===== config.mk =====
export PLATFORM = sky130hd
export DESIGN_NAME = cpu_ctrl_sync
export DESIGN_NICKNAME = d
export VERILOG_FILES = /design/src/design/cpu_ctrl_sync.sv
export VERILOG_INCLUDE_DIRS = /design/src /design/src/design
export SDC_FILE = /design/constraint.sdc
export NUM_CORES = 1
export LEC_CHECK = 0
export ABC_CLOCK_PERIOD_IN_PS = 1700
export BUFFER_PORTS_ARGS = -buffer_cell sky130_fd_sc_hd__buf_2
export CAP_MARGIN = 25
export CORE_AREA = 2 2 39 41
export DETAILED_ROUTE_END_ITERATION = 8
export DIE_AREA = 0 0 41 43
export GPL_TIMING_DRIVEN = 0
export PLACE_DENSITY = 0.53
export REMOVE_ABC_BUFFERS = 1
export SLEW_MARGIN = 20
export SYNTH_ARGS = -nofsm -noshare
export SYNTH_HDL_FRONTEND = slang
export SYNTH_SLANG_ARGS = --single-unit
export TNS_END_PERCENT = 50

===== constraint.sdc =====
create_clock -name i_clk_cpu -period 1.7 [get_ports i_clk_cpu]
set_input_delay 0.17 -clock i_clk_cpu [delete_from_list [all_inputs] [get_ports i_clk_cpu]]
set_output_delay 0.17 -clock i_clk_cpu [all_outputs]
set_load 0.005 [all_outputs]

===== src/design/bus_bridge_config.svh =====
`ifndef BUS_BRIDGE_CONFIG_SVH
`define BUS_BRIDGE_CONFIG_SVH

// axi side of the bridge
`define BRIDGE_ADDR_WIDTH 32
`define BRIDGE_DATA_WIDTH 32

// fast cycles into the cpu high phase before a read is late
`define BRIDGE_MAX_DELAY 8
`define BRIDGE_RST_CYCLES 7
`define BRIDGE_RESET_VECTOR 16'hFFFC

`define AXI_RAM_DEPTH_WORDS 1024
`define AXI_RAM_READ_LATENCY 3

`endif

===== src/design/cpu_ctrl_sync.sv =====
`timescale 1ns/1ps
`include "bus_bridge_config.svh"
`default_nettype none

module cpu_ctrl_sync (
    input  logic i_clk_cpu,
    input  logic i_rst,
    input  logic i_irq,
    input  logic i_nmi,
    output logic o_cpu_rst,
    output logic o_cpu_irqb,
    output logic o_cpu_nmib
);

    localparam int CNT_W = $clog2(`BRIDGE_RST_CYCLES + 1);
    // bit order is nmi, irq, reset release
    localparam logic [2:0] SYNC_RST_VAL = 3'b110;

    logic [CNT_W-1:0] rst_cnt;
    logic [2:0] sync_d;
    logic [2:0] sync_q1;
    logic [2:0] sync_q2;

    // keep the cpu in reset for a few of its own clocks
    always_ff @(posedge i_clk_cpu or posedge i_rst) begin
        if (i_rst) begin
            rst_cnt <= CNT_W'(`BRIDGE_RST_CYCLES);
        end else if (rst_cnt != '0) begin
            rst_cnt <= rst_cnt - 1'b1;
        end
    end

    assign sync_d = {~i_nmi, ~i_irq, (rst_cnt == '0)};

    // two flop synchronizers into the cpu domain
    always_ff @(posedge i_clk_cpu or posedge i_rst) begin
        if (i_rst) begin
            sync_q1 <= SYNC_RST_VAL;
            sync_q2 <= SYNC_RST_VAL;
        end else begin
            sync_q1 <= sync_d;
            sync_q2 <= sync_q1;
        end
    end

    assign o_cpu_rst = sync_q2[0];
    assign o_cpu_irqb = sync_q2[1];
    assign o_cpu_nmib = sync_q2[2];

endmodule

`default_nettype wire


==> results.yml <==
status:
  outcome: "complete, no violations"
floorplanning:
  core_area_um2: 1380
  start_util: 0.236
  die_h_um: 43
  io_pins: 7
  die_w_um: 41
  rows: 14
  fp.dieArea_um2: 1760
yosys:
  yosysMostFrequentCell: "dfstp_2"
  synth_compound_area_frac: 0
  synth_top_area_share: 0.563
  synth_top_family_by_area: "adder cells"
  avgSynthCellArea_um2: 15.6
  ys_top_cells_by_count: "dfstp_2 (7), inv_1 (5), dfrtp_1 (2), ha_1 (2), mux2i_1 (2)"
  synth-async-reset-ratio: 1.00
  syn_inst: 21
  synth_cell_type_count: 8
  synthTopCellsByArea: "dfstp_2 (56%), dfrtp_1 (15%), ha_1 (7.7%)"
  synth_fa_ha_area_frac: 0.0766
  synth-seq-cells: 9
  synthMuxAreaShare: 0.0613
  synth_xor_area_frac: 0.0268
  synth_area_um2: 327
  ys_seq_area_frac: 0.716
  synth_area_leader_cell: "dfstp_2"
  synth-simple-area-share: 0.0613
  ys_warn_count: 0
  synth_edf_count: 0
  ys.flop_type: "dfstp_2"
global_route:
  grt_pass1_vias: 192
  grt-busiest-layer: "met2"
  antenna_found_initial: 0
  gr-total-overflow: 0
  grt_max_degree: 10
  grt_first_pass_wirelength_um: 765
  grtUsageMet1: 0.0635
  grt_use_total: 0.0701
  grtUsageMet3: 0.0785
  grt_use_met2: 0.109
clock_network:
  cts.htree.levels: 1
  postCtsSetupBuffers: 0
  cts_sinks: 9
  insertion_delay_ns: 0.25
  cts.clk_slew.worst_paths_ns: 0.06
  cts_buffers: 3
  root_buffer: "clkbuf_4"
  tritoncts: "done"
  clock_path_buffers: 2
finish:
  fin_nets: 39
  drive_gt1_frac: 0.531
  n_antenna_cell: 0
  area_growth_pct: 26.4
detailed_routing:
  drc_errors: 0
  drt_pass1_iterations: 1
  vias: 177
  vias_per_cell: 3.69
  antenna_left: 0
  wl_per_cell_um: 10.0
  drt_iter0_drc: 0
  wirelength_um: 480
power:
  power_w: 0.000398
  peakVddDrop_mv: 0.289
  p_leak_nw: 0.192
  p_per_area_nw_per_um2: 963
flow_run:
  cap_viol_max_count: 0
timing:
  grt_setup_unrepaired: "false"
  slew_headroom: 0.774
  final-setup-viol-count: 0
  finalMaxSlewViolations: 0
  fmax_mhz: 876
  worst_pin_slew_ns: 0.339
  tns_ns: 0
  min_period_ns: 1.14
  fin_worst_skew_ns: 0.00189
  finalHoldViolCount: 0
  final.period_utilization: 0.672
placed_design:
  portBuffers: 6
  gp_congestion: 0.598
  dpl.hpwl_um: 363
worst_setup_path:
  slowest_delay_ns: 0.53
  required_ns: 1.88
  r2r-start: "rst_cnt[0]"
  cp-start-kind: "flip-flop"
  cp_slowest_cell: "dfstp_2"
  worst-path-max-fanout: 3
  critPathArrivalTime_ns: 1.32
  crit_chain: "inv_1, ha_1, nor2b_4, xnor2_1"
  critPathKind: "flip-flop to flip-flop"
  cp-end-kind: "flip-flop"
  critPathLaunch: "rst_cnt[0]"
min_path:
  holdCritPathClass: "primary input to flip-flop"
  min-delay-start: "i_irq"
[layout make-up]
type	instances	area [um2]
inverter	5	18.8
fill	148	971
sequential	9	234
multi-input combinational	7	73.8
clock buffer	4	26.3
tap	16	20.0
timing repair buffer	7	40.0
[registers in the layout (all words and copies together) (netlist names)]
signal / cells
rst_cnt: 3
sync_q1: 3
sync_q2: 3
[worst paths after layout]
| path | to | slack [ns] | cells after the start |
|---|---|---|---|
| max | rst_cnt[0] | 0.56 | 4 |
| max reg2reg | rst_cnt[0] | 0.56 | 4 |
| max in group asynchronous | rst_cnt[2] | 0.99 | 3 |
| min | sync_q1[1] | 0.02 | 2 |
| min reg2reg | sync_q2[0] | 0.35 | 0 |
| min in group asynchronous | sync_q2[0] | 0.41 | 3 |
[where the power goes]
| group | leakage, nW | switching [W] | internal, W |
|---|---|---|---|
| Combinational | 0.0862 | 0.00000692 | 0.00000596 |
| Sequential | 0.0905 | 0.00000140 | 0.000223 |
| Clock | 0.0150 | 0.0000700 | 0.0000902 |
[worst max-delay path: cells and delay by family (launching register included)]
| family | cells | cell delay, ns |
|---|---|---|
| AND/OR/NAND/NOR | 1 | 0.14 |
| buffers and inverters | 1 | 0.06 |
| flip-flops | 1 | 0.53 |
| adder cells (fa/ha/maj) | 1 | 0.20 |
| XOR/XNOR | 1 | 0.14 |
[kinds of logic (layout without fill, tap and decap cells)]
logic type               Yosys count  count (layout)
adder cells (fa/ha/maj)            2               2
flip-flops                         9               9
multiplexers                       2               2
AND/OR/NAND/NOR                    2               2
XOR/XNOR                           1               1
buffers and inverters              5              16
[placed cells by master (no fill, tap or decap)]
cell and n:
buf_2 6, nor2b_4 1, inv_1 5, mux2i_1 2, dlygate4sd3_1 1, dfrtp_1 2, clkbuf_4 3, ha_1 2
xnor2_1 1, dfstp_2 7, clkbuf_1 1, nand2b_1 1
[through the flow]
step | util | cells | cell area [um2] | worst slack [ns] | hold slack, ns
2_1_floorplan | - | 21 | 327 | 0.617 | -0.00709
5_1_grt | 0.298 | 48 | 413 | 0.478 | 0.0136
6_report | 0.298 | 48 | 413 | 0.558 | 0.0182
3_5_place_dp | 0.272 | 43 | 377 | 0.570 | 0.149
3_3_place_gp | 0.272 | 43 | 377 | 0.602 | 0.112
4_1_cts | 0.298 | 48 | 413 | 0.552 | 0.00872
[what timing repair did]
| item | in CTS | in global routing |
|---|---|---|
| hold buffers | 1 | 0 |
| gates resized for setup | 0 | 0 |
| hold endpoints to repair | 2 | 0 |
[routing by layer]
metal	vias up	part of all wire
met5	-	0
met4	0	0
met3	0	0.16
met2	10	0.50
met1	85	0.34
li1	82	-
Note: power is estimated with default switching activity, not from simulation.
