<file path="config.mk">
export PLATFORM = sky130hd
export DESIGN_NAME = cpu_axi_bridge
export DESIGN_NICKNAME = d
export VERILOG_FILES = /design/src/design/axi_lite_pkg.sv /design/src/design/cpu_bus_pkg.sv /design/src/design/cpu_axi_bridge.sv
export VERILOG_INCLUDE_DIRS = /design/src /design/src/design
export SDC_FILE = /design/constraint.sdc
export NUM_CORES = 1
export LEC_CHECK = 0
export ABC_AREA = 1
export BUFFER_PORTS_ARGS = -buffer_cell sky130_fd_sc_hd__buf_2
export CAP_MARGIN = 20
export CORE_MARGIN = 2
export CORE_UTILIZATION = 43
export DETAILED_ROUTE_END_ITERATION = 10
export GPL_ROUTABILITY_DRIVEN = 0
export GPL_TIMING_DRIVEN = 0
export PLACE_DENSITY = 0.93
export SLEW_MARGIN = 20
export SYNTH_ARGS = -nofsm -noshare
export SYNTH_HDL_FRONTEND = slang
export SYNTH_SLANG_ARGS = --single-unit
</file>
<file path="constraint.sdc">
create_clock -name i_clk_100 -period 1.85 [get_ports i_clk_100]
set_input_delay 0 -clock i_clk_100 [delete_from_list [all_inputs] [get_ports i_clk_100]]
set_output_delay 0 -clock i_clk_100 [all_outputs]
set_load 0.01 [all_outputs]
</file>
<file path="src/design/bus_bridge_config.svh">
`ifndef BUS_BRIDGE_CONFIG_SVH
`define BUS_BRIDGE_CONFIG_SVH

// axi side of the bridge
`define BRIDGE_ADDR_WIDTH 32
`define BRIDGE_DATA_WIDTH 32

// fast cycles into the cpu high phase before a read is late
`define BRIDGE_MAX_DELAY 8
`define BRIDGE_RST_CYCLES 7
`define BRIDGE_RESET_VECTOR 16'hFFFC

`define AXI_RAM_DEPTH_WORDS 1024
`define AXI_RAM_READ_LATENCY 3

`endif
</file>
<file path="src/design/axi_lite_pkg.sv">
`default_nettype none

package axi_lite_pkg;

    typedef enum logic [1:0] {
        OKAY   = 2'b00,
        EXOKAY = 2'b01,
        SLVERR = 2'b10,
        DECERR = 2'b11
    } axi_resp_t;

    typedef logic [2:0] axi_prot_t;

    // unprivileged, secure, data access
    localparam axi_prot_t AXI_PROT_SECURE_DATA = 3'b000;
    localparam int AXI_PROT_NONSECURE_BIT = 1;

endpackage

`default_nettype wire

</file>
<file path="src/design/cpu_bus_pkg.sv">
`default_nettype none

package cpu_bus_pkg;

    // one cpu bus cycle in flight at a time
    typedef enum logic [3:0] {
        RESET_WAIT,
        IDLE,
        ADDR_DECODE,
        READ_ADDR,
        READ_DATA,
        WRITE_WAIT,
        WRITE_ADDR_DATA,
        WRITE_RESP,
        STALL
    } bridge_state_t;

    typedef logic [15:0] cpu_addr_t;
    typedef logic [7:0] cpu_byte_t;

endpackage

`default_nettype wire

</file>
<file path="src/design/cpu_axi_bridge.sv">
`timescale 1ns/1ps
`include "bus_bridge_config.svh"
`default_nettype none

module cpu_axi_bridge
    import cpu_bus_pkg::*;
    import axi_lite_pkg::*;
(
    input  logic      i_clk_100,
    input  logic      i_rst,
    input  logic      i_cycle_valid,
    input  logic      i_cycle_rwb,
    input  cpu_addr_t i_cycle_addr,
    input  logic      i_wdata_valid,
    input  cpu_byte_t i_wdata,
    input  logic [7:0] i_phase_count,
    output logic      o_awvalid,
    input  logic      i_awready,
    output logic [`BRIDGE_ADDR_WIDTH-1:0] o_awaddr,
    output axi_prot_t o_awprot,
    output logic      o_wvalid,
    input  logic      i_wready,
    output logic [`BRIDGE_DATA_WIDTH-1:0] o_wdata,
    output logic [`BRIDGE_DATA_WIDTH/8-1:0] o_wstrb,
    input  logic      i_bvalid,
    output logic      o_bready,
    input  axi_resp_t i_bresp,
    output logic      o_arvalid,
    input  logic      i_arready,
    output logic [`BRIDGE_ADDR_WIDTH-1:0] o_araddr,
    output axi_prot_t o_arprot,
    input  logic      i_rvalid,
    output logic      o_rready,
    input  logic [`BRIDGE_DATA_WIDTH-1:0] i_rdata,
    input  axi_resp_t i_rresp,
    output logic      o_cpu_rdy,
    output cpu_byte_t o_cpu_data
);

    localparam int STRB_W = `BRIDGE_DATA_WIDTH / 8;

    bridge_state_t state;
    cpu_addr_t addr_q;
    logic rwb_q;
    cpu_byte_t wbyte_q;
    logic aw_done;
    logic w_done;
    logic [2:0] late_dly;
    logic stall_req;
    logic did_delay;
    logic [1:0] lane;
    logic [`BRIDGE_ADDR_WIDTH-1:0] word_addr;

    assign lane = addr_q[1:0];
    assign word_addr = `BRIDGE_ADDR_WIDTH'({addr_q[15:2], 2'b00});

    // a read answered after this point misses the cpu sample
    always_ff @(posedge i_clk_100 or posedge i_rst) begin
        if (i_rst) begin
            late_dly <= '0;
        end else begin
            late_dly <= {late_dly[1:0], (i_phase_count > 8'(`BRIDGE_MAX_DELAY))};
        end
    end

    assign stall_req = late_dly[2];

    assign o_awaddr = word_addr;
    assign o_araddr = word_addr;
    assign o_awprot = AXI_PROT_SECURE_DATA;
    assign o_arprot = AXI_PROT_SECURE_DATA;
    assign o_wstrb = STRB_W'(1) << lane;
    assign o_wdata = `BRIDGE_DATA_WIDTH'(wbyte_q) << {lane, 3'b000};
    assign o_awvalid = (state == WRITE_ADDR_DATA) && !aw_done;
    assign o_wvalid = (state == WRITE_ADDR_DATA) && !w_done;
    assign o_bready = (state == WRITE_RESP);
    assign o_arvalid = (state == READ_ADDR);
    assign o_rready = (state == READ_DATA);
    assign o_cpu_rdy = !did_delay;

    always_ff @(posedge i_clk_100 or posedge i_rst) begin
        if (i_rst) begin
            state <= RESET_WAIT;
            addr_q <= '0;
            rwb_q <= 1'b1;
            wbyte_q <= '0;
            aw_done <= 1'b0;
            w_done <= 1'b0;
            did_delay <= 1'b0;
            o_cpu_data <= '0;
        end else begin
            case (state)
                RESET_WAIT: begin
                    // cpu fetches its reset vector once out of reset
                    if (i_cycle_valid && (i_cycle_addr == `BRIDGE_RESET_VECTOR)) begin
                        state <= IDLE;
                    end
                end
                IDLE: begin
                    if (i_cycle_valid) begin
                        addr_q <= i_cycle_addr;
                        rwb_q <= i_cycle_rwb;
                        state <= ADDR_DECODE;
                    end
                end
                ADDR_DECODE: begin
                    state <= rwb_q ? READ_ADDR : WRITE_WAIT;
                end
                READ_ADDR: begin
                    if (i_arready) begin
                        state <= READ_DATA;
                    end
                end
                READ_DATA: begin
                    if (stall_req) begin
                        did_delay <= 1'b1;
                    end
                    if (i_rvalid) begin
                        o_cpu_data <= i_rdata[{lane, 3'b000} +: 8];
                        state <= (did_delay || stall_req) ? STALL : IDLE;
                    end
                end
                WRITE_WAIT: begin
                    if (i_wdata_valid) begin
                        wbyte_q <= i_wdata;
                        state <= WRITE_ADDR_DATA;
                    end
                end
                WRITE_ADDR_DATA: begin
                    if (i_awready) begin
                        aw_done <= 1'b1;
                    end
                    if (i_wready) begin
                        w_done <= 1'b1;
                    end
                    if ((aw_done || i_awready) && (w_done || i_wready)) begin
                        aw_done <= 1'b0;
                        w_done <= 1'b0;
                        state <= WRITE_RESP;
                    end
                end
                WRITE_RESP: begin
                    if (i_bvalid) begin
                        state <= IDLE;
                    end
                end
                STALL: begin
                    // release rdy as the stretched cycle starts again
                    if (i_phase_count == 8'd1) begin
                        did_delay <= 1'b0;
                        state <= IDLE;
                    end
                end
                default: begin
                    state <= IDLE;
                end
            endcase
        end
    end

endmodule

`default_nettype wire

</file>
==> flow_metrics.py, run 1 <==
metrics = {
    "sta": {
        "max_freq_ghz": 0.619,
        "period_share_pct": 87.3,
        "skew_ns": 0.0117,
        "setup_tns_ns": 0,
        "setup_viol": 0,
        "slew_viol_final": 0,
        "min_period_ns": 1.62,
        "hold_viol": 0,
        "rsz0062_at_grt": "false",
    },
    "power": {
        "clkPwrFrac_pct": 9.9,
        "max-vdd-ir-drop_mv": 0.931,
        "p_sw_uw": 2540,
        "combPwrFrac_pct": 63.5,
        "seqPwrFrac_pct": 26.7,
        "p_int_uw": 3330,
        "netSwitchingFraction_pct": 43.2,
        "leakage_uw": 0.00271,
        "power_density_mw_per_mm2": 1330,
    },
    "floorplanning": {
        "die_width_um": 87.6,
        "die_area_mm2": 0.00767,
        "core-area_mm2": 0.00679,
        "io_pins": 198,
        "num_rows": 30,
        "die_y_um": 87.6,
        "start_util_pct": 44.2,
    },
    "layout": {
        "utilization_pct": 65.2,
        "final_cell_mix": "buf_2 (153), nand2_1 (75), buf_4 (70)",
        "antenna_cells": 0,
        "fillers": 570,
        "nNetsFinal": 689,
        "final_common_cell": "buf_2",
        "drive_above_1_share_pct": 44.9,
        "area_delta_synth_final_pct": 47.4,
    },
    "routing": {
        "drt-met1-wl_um": 3250,
        "drtPass1Iterations": 4,
        "wire_per_inst_um": 12.2,
        "highest-signal-layer": "met4",
        "wl_met2_um": 4590,
        "wirelength_um": 8650,
        "drcViolationCount": 0,
        "viasPerCell": 4.41,
        "ant_nets": 0,
        "wl_met3_um": 630,
        "via_count": 3120,
        "first_iter_violations": 99,
    },
    "clocking": {
        "cts_num_sinks": 43,
        "insertion_delay_ns": 0.29,
        "htreeDepth": 2,
        "clkTransAtPathRegs_ns": 0.09,
        "clock_path_buffers": 2,
        "numCtsBuffers": 5,
        "post_cts_buffers": 0,
        "cts_tree": "yes",
        "clockRootBuffer": "clkbuf_8",
    },
    "placed_design": {
        "io_buffers": 151,
        "place_hpwl_um": 6480,
    },
    "synthesis": {
        "synth_top_area_share_pct": 35.0,
        "synth_warnings": 0,
        "synth_compound_area_share_pct": 3.50,
        "synthDistinctLibCells": 25,
        "synth_xor_area_share_pct": 0,
        "synth_adder_area_share_pct": 0,
        "syn_avg_cell_area_um2": 7.85,
        "synth_area_leaders": "dfrtp_1 (35%), buf_4 (17%), mux2_4 (10%)",
        "yosys.area.top_type": "dfrtp_1",
        "synth_cells": 383,
        "synth-simple-area-share_pct": 25.6,
        "synth_seq_cells": 43,
        "synth.cell_area_mm2": 0.00301,
        "synthMuxAreaShare_pct": 10.4,
        "yosysSeqAreaShare_pct": 35.8,
        "synth_top_family_by_area": "simple AND/OR/NAND/NOR gates",
    },
    "global_routing": {
        "grt_pass1_vias": 2864,
        "grt_max_degree": 26,
        "track_usage_pct": 21.2,
        "grt_pass1_wl_um": 12700,
        "grt-ovfl-total": 0,
        "antenna_found_initial": 0,
    },
    "critical_path": {
        "cp-end-kind": "output pin",
        "critical_path_class": "reg -> out",
        "worstPathArrival_ns": 1.62,
        "start_kind": "flip-flop",
        "crit_fanout": 10,
        "worstPathRequired_ns": 1.85,
    },
    "min_path": {
        "hp-class": "in -> reg",
    },
    "status": {
        "outcome": "finished, final reports clean",
    },
    "run": {
        "maxCapViolCount": 0,
    },
}
==> layout make-up <==
class / count / area (um2) / share of cell area, %
Multi-Input combinational cell: 261 / 1350 / 30.6
Sequential cell: 43 / 1080 / 24.3
Timing Repair Buffer: 180 / 1060 / 23.8
Buffer: 75 / 569 / 12.8
Inverter: 45 / 169 / 3.81
Tap cell: 96 / 120 / 2.71
Clock buffer: 6 / 72.6 / 1.64
Clock inverter: 2 / 12.5 / 0.282
==> power groups by stage <==
stage                     registers [uW]  clock network [uW]  logic (uW)
after global routing                1600                 649        4040
after floorplan                     1530                   0        2450
final                               1560                 579        3730
after detailed placement            1570                   0        3610
after global placement              1540                   0        3490
after CTS                           1560                 600        3670
==> critical path, stage by stage (launching register included) <==
cell and delay (ns):
dfrtp_1 0.37, buf_2 0.17, nor2_4 0.27, inv_1 0.22
nor2_1 0.14, buf_2 0.15
==> routing by layer <==
metal,global-route usage (%),vias up
met4,8.39,0
met2,42.2,160
met3,3.96,16
met5,0,-
li1,-,1528
met1,21.3,1416
==> flip-flops by register name (all words and copies together), names as in the netlist <==
signal / flops
o_cpu_data: 8
did_delay: 1
addr_q: 16
aw_done: 1
state: 4
wbyte_q: 8
rwb_q: 1
w_done: 1
late_dly: 3
==> synthesized netlist by cell type (all sizes together) <==
cell type / count
a221oi: 1
dfstp: 1
a21oi: 11
conb: 1
mux2: 21
nand4: 9
o22ai: 1
buf: 75
inv: 45
nor2: 72
o21ai: 7
nand3: 17
nor3: 1
nand2: 79
dfrtp: 42
==> logic make-up after synthesis <==
family / count (synthesis)
and+or+nand+nor: 178
buffers and inverters: 120
DFF: 43
muxes: 21
AOI/OAI and AO/OA: 20
other: 1
==> timing repair <==
item / CTS / global route
resized for setup: 0 / 2
endpoints found under the setup margin: 0 / 10
hold endpoints to repair: 44 / 0
hold buffers: 28 / 0
==> worst paths after layout <==
path,from,slack (ns),end,cells after the start
max,addr_q[1],0.23,o_wdata[12],5
min,i_phase_count[5],0.02,late_dly[0],5
max reg2reg,state[3],0.33,o_cpu_data[0],6
min reg2reg,late_dly[1],0.35,late_dly[2],0
max in group asynchronous,i_rst,1.04,rwb_q,4
min in group asynchronous,i_rst,0.25,o_cpu_data[4],3
==> per-stage QoR <==
stage	hold WS (ns)	setup slack, ns	std cells	power [uW]	area [um2]
detailed placement	0.0246	0.336	672	5190	4060
global placement	0.240	0.292	671	5030	4040
CTS	0.0141	0.0540	708	5830	4420
floorplan	0.130	0.417	424	3980	3160
finish	0.0217	0.235	708	5870	4430
global route	0.0455	0.127	708	6290	4430
No activity file was read; power rests on OpenSTA's default activity.
==> run 2: changes to the inputs <==
--- a/config.mk
+++ b/config.mk
@@ -8,13 +8,12 @@
 export LEC_CHECK = 0
 export ABC_AREA = 1
 export BUFFER_PORTS_ARGS = -buffer_cell sky130_fd_sc_hd__buf_2
-export CAP_MARGIN = 20
 export CORE_MARGIN = 2
 export CORE_UTILIZATION = 43
 export DETAILED_ROUTE_END_ITERATION = 10
 export GPL_ROUTABILITY_DRIVEN = 0
 export GPL_TIMING_DRIVEN = 0
-export PLACE_DENSITY = 0.93
+export PLACE_DENSITY_LB_ADDON = 0.25
 export SLEW_MARGIN = 20
 export SYNTH_ARGS = -nofsm -noshare
 export SYNTH_HDL_FRONTEND = slang
==> run 2 against run 1 <==
  * Cell count unchanged
  * Maximum frequency shrank 7.6%
  * Non-clock buffer count stayed put
  * Total power fell by 0.45%
  * Register-to-register slack about the same
  * Sequential power is essentially flat
  * Setup slack worse by 0.13 ns
  * Hold slack got worse by 0.011 ns
  * Cell area increased by 0.31%
  * Core utilization up 0.20 points
  * Sequential cell count stayed put
  * Via count fell by 3.7%
  * Critical path type unchanged
==> flow_metrics.py, run 2 (synthesis gave the netlist of run 1 again) <==
metrics = {
    "clocking": {
        "post_cts_buffers": 0,
        "insertion_delay_ns": 0.29,
        "clockRootBuffer": "clkbuf_8",
        "cts_num_sinks": 43,
        "clkTransAtPathRegs_ns": 0.07,
        "clock_path_buffers": 2,
        "cts_tree": "yes",
        "numCtsBuffers": 5,
        "htreeDepth": 2,
    },
    "global_routing": {
        "grt_pass1_vias": 2683,
        "grt_max_degree": 28,
        "antenna_found_initial": 0,
        "grt_pass1_wl_um": 11800,
        "track_usage_pct": 19.7,
        "grt-ovfl-total": 0,
    },
    "sta": {
        "min_period_ns": 1.75,
        "rsz0062_at_grt": "false",
        "holdWs_ns": 0.0109,
        "max_freq_ghz": 0.572,
        "skew_ns": 0.00683,
        "slew_viol_final": 0,
        "period_share_pct": 94.5,
        "setup_viol": 0,
        "hold_viol": 0,
        "setup_tns_ns": 0,
    },
    "routing": {
        "drtPass1Iterations": 4,
        "drcViolationCount": 0,
        "wire_per_inst_um": 11.2,
        "viasPerCell": 4.25,
        "via_count": 3006,
        "first_iter_violations": 78,
        "wirelength_um": 7930,
        "ant_nets": 0,
    },
    "power": {
        "netSwitchingFraction_pct": 41.8,
        "combPwrFrac_pct": 62.5,
        "p_sw_uw": 2440,
        "power_density_mw_per_mm2": 1320,
        "leakage_uw": 0.00271,
        "p_int_uw": 3400,
        "clkPwrFrac_pct": 11.1,
        "seqPwrFrac_pct": 26.4,
        "max-vdd-ir-drop_mv": 0.632,
    },
    "layout": {
        "top_register": "addr_q",
        "antenna_cells": 0,
        "largest_reg_flops": 16,
        "final_common_cell": "buf_2",
        "drive_above_1_share_pct": 45.1,
        "largest_registers": "addr_q: 16 flops, o_cpu_data: 8 flops, wbyte_q: 8 flops",
        "final_cell_mix": "buf_2 (153), nand2_1 (75), buf_4 (70)",
        "nNetsFinal": 689,
        "area_delta_synth_final_pct": 47.9,
    },
    "critical_path": {
        "critical_path_class": "reg -> out",
        "crit_fanout": 10,
        "worstPathArrival_ns": 1.75,
        "cp-end-kind": "output pin",
        "start_kind": "flip-flop",
        "worstPathRequired_ns": 1.85,
    },
    "min_path": {
        "hp-class": "in -> reg",
    },
    "floorplanning": {
        "die_y_um": 87.6,
        "io_pins": 198,
        "start_util_pct": 44.2,
        "die_area_mm2": 0.00767,
        "core-area_mm2": 0.00679,
        "die_width_um": 87.6,
        "num_rows": 30,
    },
    "status": {
        "outcome": "finished, final reports clean",
    },
    "run": {
        "maxCapViolCount": 0,
    },
    "placed_design": {
        "io_buffers": 151,
        "place_hpwl_um": 6050,
    },
}
==> run 2: cell count changes in the layout (fill, tap and decap cells not counted), sizes merged <==
cell | previous run | this run
clkinv | 1 | 0
clkbuf | 6 | 7
==> run 2: cell type report <==
class | count | area [um2]
timing repair buffer | 180 | 1060
tap | 96 | 120
buffer | 75 | 569
sequential | 43 | 1080
inverter | 45 | 169
clock inverter | 1 | 7.51
multi-input combinational | 261 | 1350
fill | 595 | 2350
clock buffer | 7 | 96.3
==> run 2: worst paths after layout <==
check / start / end / slack, ns / cells past startpoint
max: addr_q[1] / o_wdata[3] / 0.10 / 5
min: i_phase_count[6] / late_dly[0] / 0.01 / 5
max reg2reg: state[1] / o_cpu_data[7] / 0.33 / 7
min reg2reg: late_dly[1] / late_dly[2] / 0.35 / 0
max in group asynchronous: i_rst / rwb_q / 1.08 / 4
min in group asynchronous: i_rst / aw_done / 0.23 / 3
==> run 2: layer usage <==
| layer | routed length, um | part of all wire (%) | GRT usage [%] |
|---|---|---|---|
| met5 | 0 | 0 | 0 |
| met4 | 120 | 1.5 | 8.25 |
| met3 | 489 | 6.2 | 2.54 |
| met2 | 4170 | 53 | 38.3 |
| met1 | 3150 | 40 | 21.2 |
==> run 2: timing repair <==
item | 4_1_cts | 5_1_grt
endpoints found under the setup margin | 0 | 5
endpoints found under the hold margin | 42 | 0
resized for setup | 0 | 1
hold buffers | 28 | 0
==> run 2: critical path, cell delays in order, from the launching register on <==
cell and delay [ns]:
dfrtp_1 0.36, buf_2 0.16, nor2_2 0.39, inv_1 0.27, nor2_1 0.14, buf_2 0.14
==> run 2: power groups by stage <==
| stage | Sequential [uW] | Clock [uW] | Combinational [uW] |
|---|---|---|---|
| floorplan | 1530 | 0 | 2450 |
| global placement | 1550 | 0 | 3520 |
| detailed placement | 1560 | 0 | 3590 |
| CTS | 1540 | 675 | 3660 |
| global route | 1600 | 699 | 3990 |
| finish | 1540 | 648 | 3660 |
==> run 2: through the flow <==
stage                     area, um2  std cells  utilization, %  total power [uW]  setup slack, ns
after detailed placement       4060        672            59.7              5150            0.341
after CTS                      4440        708            65.3              5880           0.0812
after global routing           4440        708            65.4              6280          0.00361
final                          4440        708            65.4              5850            0.102
after floorplan                3160        424               -              3980            0.417
after global placement         4040        671            59.4              5070            0.236
==> run 3: changes to the inputs <==
--- a/config.mk
+++ b/config.mk
@@ -9,7 +9,7 @@
 export ABC_AREA = 1
 export BUFFER_PORTS_ARGS = -buffer_cell sky130_fd_sc_hd__buf_2
 export CORE_MARGIN = 2
-export CORE_UTILIZATION = 43
+export CORE_UTILIZATION = 30
 export DETAILED_ROUTE_END_ITERATION = 10
 export GPL_ROUTABILITY_DRIVEN = 0
 export GPL_TIMING_DRIVEN = 0
==> run 3 against run 2 <==
  * Setup slack improved by 0.11 ns
  * Routed wire length is 1.2% higher
  * Clock power up 33%
  * Cell area increased by 1.8%
  * Global-route usage shrank 5.3 points
  * Sequential cell count did not move
  * Hold slack better by 0.0048 ns
  * Die area grew 41%
  * Largest cell class unchanged
==> flow_metrics.py, run 3 (synthesis gave the netlist of run 1 again) <==
metrics = {
    "sta": {
        "slew_viol_final": 0,
        "period_share_pct": 88.7,
        "rsz0062_at_grt": "false",
        "skew_ns": 0.00871,
        "setup_tns_ns": 0,
        "setup_viol": 0,
        "hold_viol": 0,
        "min_period_ns": 1.64,
        "max_freq_ghz": 0.610,
    },
    "clocking": {
        "cts_tree": "yes",
        "post_cts_buffers": 0,
        "htreeDepth": 2,
        "cts_num_sinks": 43,
        "insertion_delay_ns": 0.29,
        "clkTransAtPathRegs_ns": 0.08,
        "clock_path_buffers": 2,
        "numCtsBuffers": 5,
        "clockRootBuffer": "clkbuf_8",
    },
    "min_path": {
        "hp-class": "in -> reg",
        "min_from": "i_phase_count[6]",
    },
    "layout": {
        "regArea_mm2": 0.00108,
        "final_cell_mix": "buf_2 (153), nand2_1 (75), buf_4 (70)",
        "fillers": 958,
        "antenna_cells": 0,
        "final_area_mm2": 0.00452,
        "largest_registers": "addr_q: 16 flops, o_cpu_data: 8 flops, wbyte_q: 8 flops",
        "multi_input_area_mm2": 0.00135,
        "drive_above_1_share_pct": 44.9,
        "top_register": "addr_q",
        "final_common_cell": "buf_2",
        "area_delta_synth_final_pct": 50.5,
        "nNetsFinal": 689,
        "largest_reg_flops": 16,
    },
    "routing": {
        "wire_per_inst_um": 10.8,
        "first_iter_violations": 127,
        "viasPerCell": 4.03,
        "wirelength_um": 8030,
        "drtPass1Iterations": 4,
        "drcViolationCount": 0,
        "via_count": 2999,
        "ant_nets": 0,
    },
    "critical_path": {
        "timing.rr.start": "state[3]",
        "start_kind": "flip-flop",
        "crit_path_top_delay_cell": "dfrtp_1",
        "slowest_delay_ns": 0.36,
        "crit_fanout": 10,
        "worstPathArrival_ns": 1.64,
        "cp_common_cell": "buf_2",
        "cp-end-kind": "output pin",
        "crit_chain": "buf_2 > nor2_4 > inv_1 > nor2_1 > buf_2",
        "critical_path_class": "reg -> out",
        "r2r_slack_ns": 0.31,
        "worstPathRequired_ns": 1.85,
        "critPathLaunch": "addr_q[1]",
    },
    "floorplanning": {
        "core-area_mm2": 0.00973,
        "start_util_pct": 30.9,
        "die_width_um": 104,
        "num_rows": 36,
        "die_y_um": 104,
        "die_area_mm2": 0.0108,
        "io_pins": 198,
    },
    "global_routing": {
        "grt_pass1_vias": 2833,
        "antenna_found_initial": 0,
        "grt-ovfl-total": 0,
        "grt_max_degree": 28,
        "track_usage_pct": 14.4,
        "grt_pass1_wl_um": 13000,
    },
    "power": {
        "leakage_uw": 0.00273,
        "power_density_mw_per_mm2": 1340,
        "max-vdd-ir-drop_mv": 0.498,
    },
    "placed_design": {
        "place_hpwl_um": 6490,
        "place_area_mm2": 0.00410,
        "io_buffers": 151,
    },
    "run": {
        "maxCapViolCount": 0,
    },
    "status": {
        "outcome": "finished, final reports clean",
    },
}
[run 3: changes by cell type in the layout (fill, tap and decap cells not counted)]
cell,previous run,this run
bufinv_16,0,2
clkbuf_1,0,1
clkbuf_8,7,5
clkinvlp_4,1,0
nor2_2,4,3
nor2_4,2,3
[run 3: path summary, 6_finish.rpt]
path                                 end  depth (start not counted)
setup reg to reg           o_cpu_data[4]                          6
min in group asynchronous        aw_done                          3
hold reg to reg              late_dly[1]                          0
max in group asynchronous     wbyte_q[2]                          4
hold / removal               late_dly[0]                          5
setup / recovery              o_wdata[2]                          5
[run 3: cell type report]
type                       count  area share, %
clock inverter                 2           1.33
buffer                        75           12.6
timing repair buffer         180           23.3
clock buffer                   6           1.60
multi-input combinational    261           29.9
sequential                    43           23.8
inverter                      45           3.73
tap                          133           3.68
[run 3: timing repair]
action / 4_1_cts / 5_1_grt
hold buffers: 28 / 0
endpoints found under the setup margin: 0 / 14
resized for setup: 0 / 2
hold endpoints to repair: 41 / 0
[run 3: layer usage]
layer  share of wire (%)  routed length (um)  GRT usage (%)  up-vias
met3                 7.2                 574           3.51        6
met4                0.81                  65           3.09        0
met5                   0                   0              0        -
li1                    -                   -              -     1528
met2                  50                4000           26.2      126
met1                  42                3390           17.0     1339
[run 3: per-stage QoR]
step / hold WS [ns] / setup slack, ns / util, % / total power, uW / instances
global route: 0.0538 / 0.113 / 46.5 / 6550 / 745
CTS: 0.00740 / 0.000163 / 46.4 / 6110 / 745
global placement: 0.241 / 0.156 / 41.9 / 5100 / 708
detailed placement: 0.0187 / 0.327 / 42.2 / 5160 / 709
floorplan: 0.130 / 0.417 / - / 3980 / 424
finish: 0.0157 / 0.210 / 46.5 / 6050 / 745
[run 3: critical path, delay by kind of cell, from the launching register on]
| kind | cells | cell delay, ns |
|---|---|---|
| and+or+nand+nor | 2 | 0.45 |
| DFF | 1 | 0.36 |
| buffers and inverters | 3 | 0.55 |
[run 3: where the power goes]
part	internal (uW)	switching, uW
combinational	1770	1880
sequential	1300	244
clock	540	323
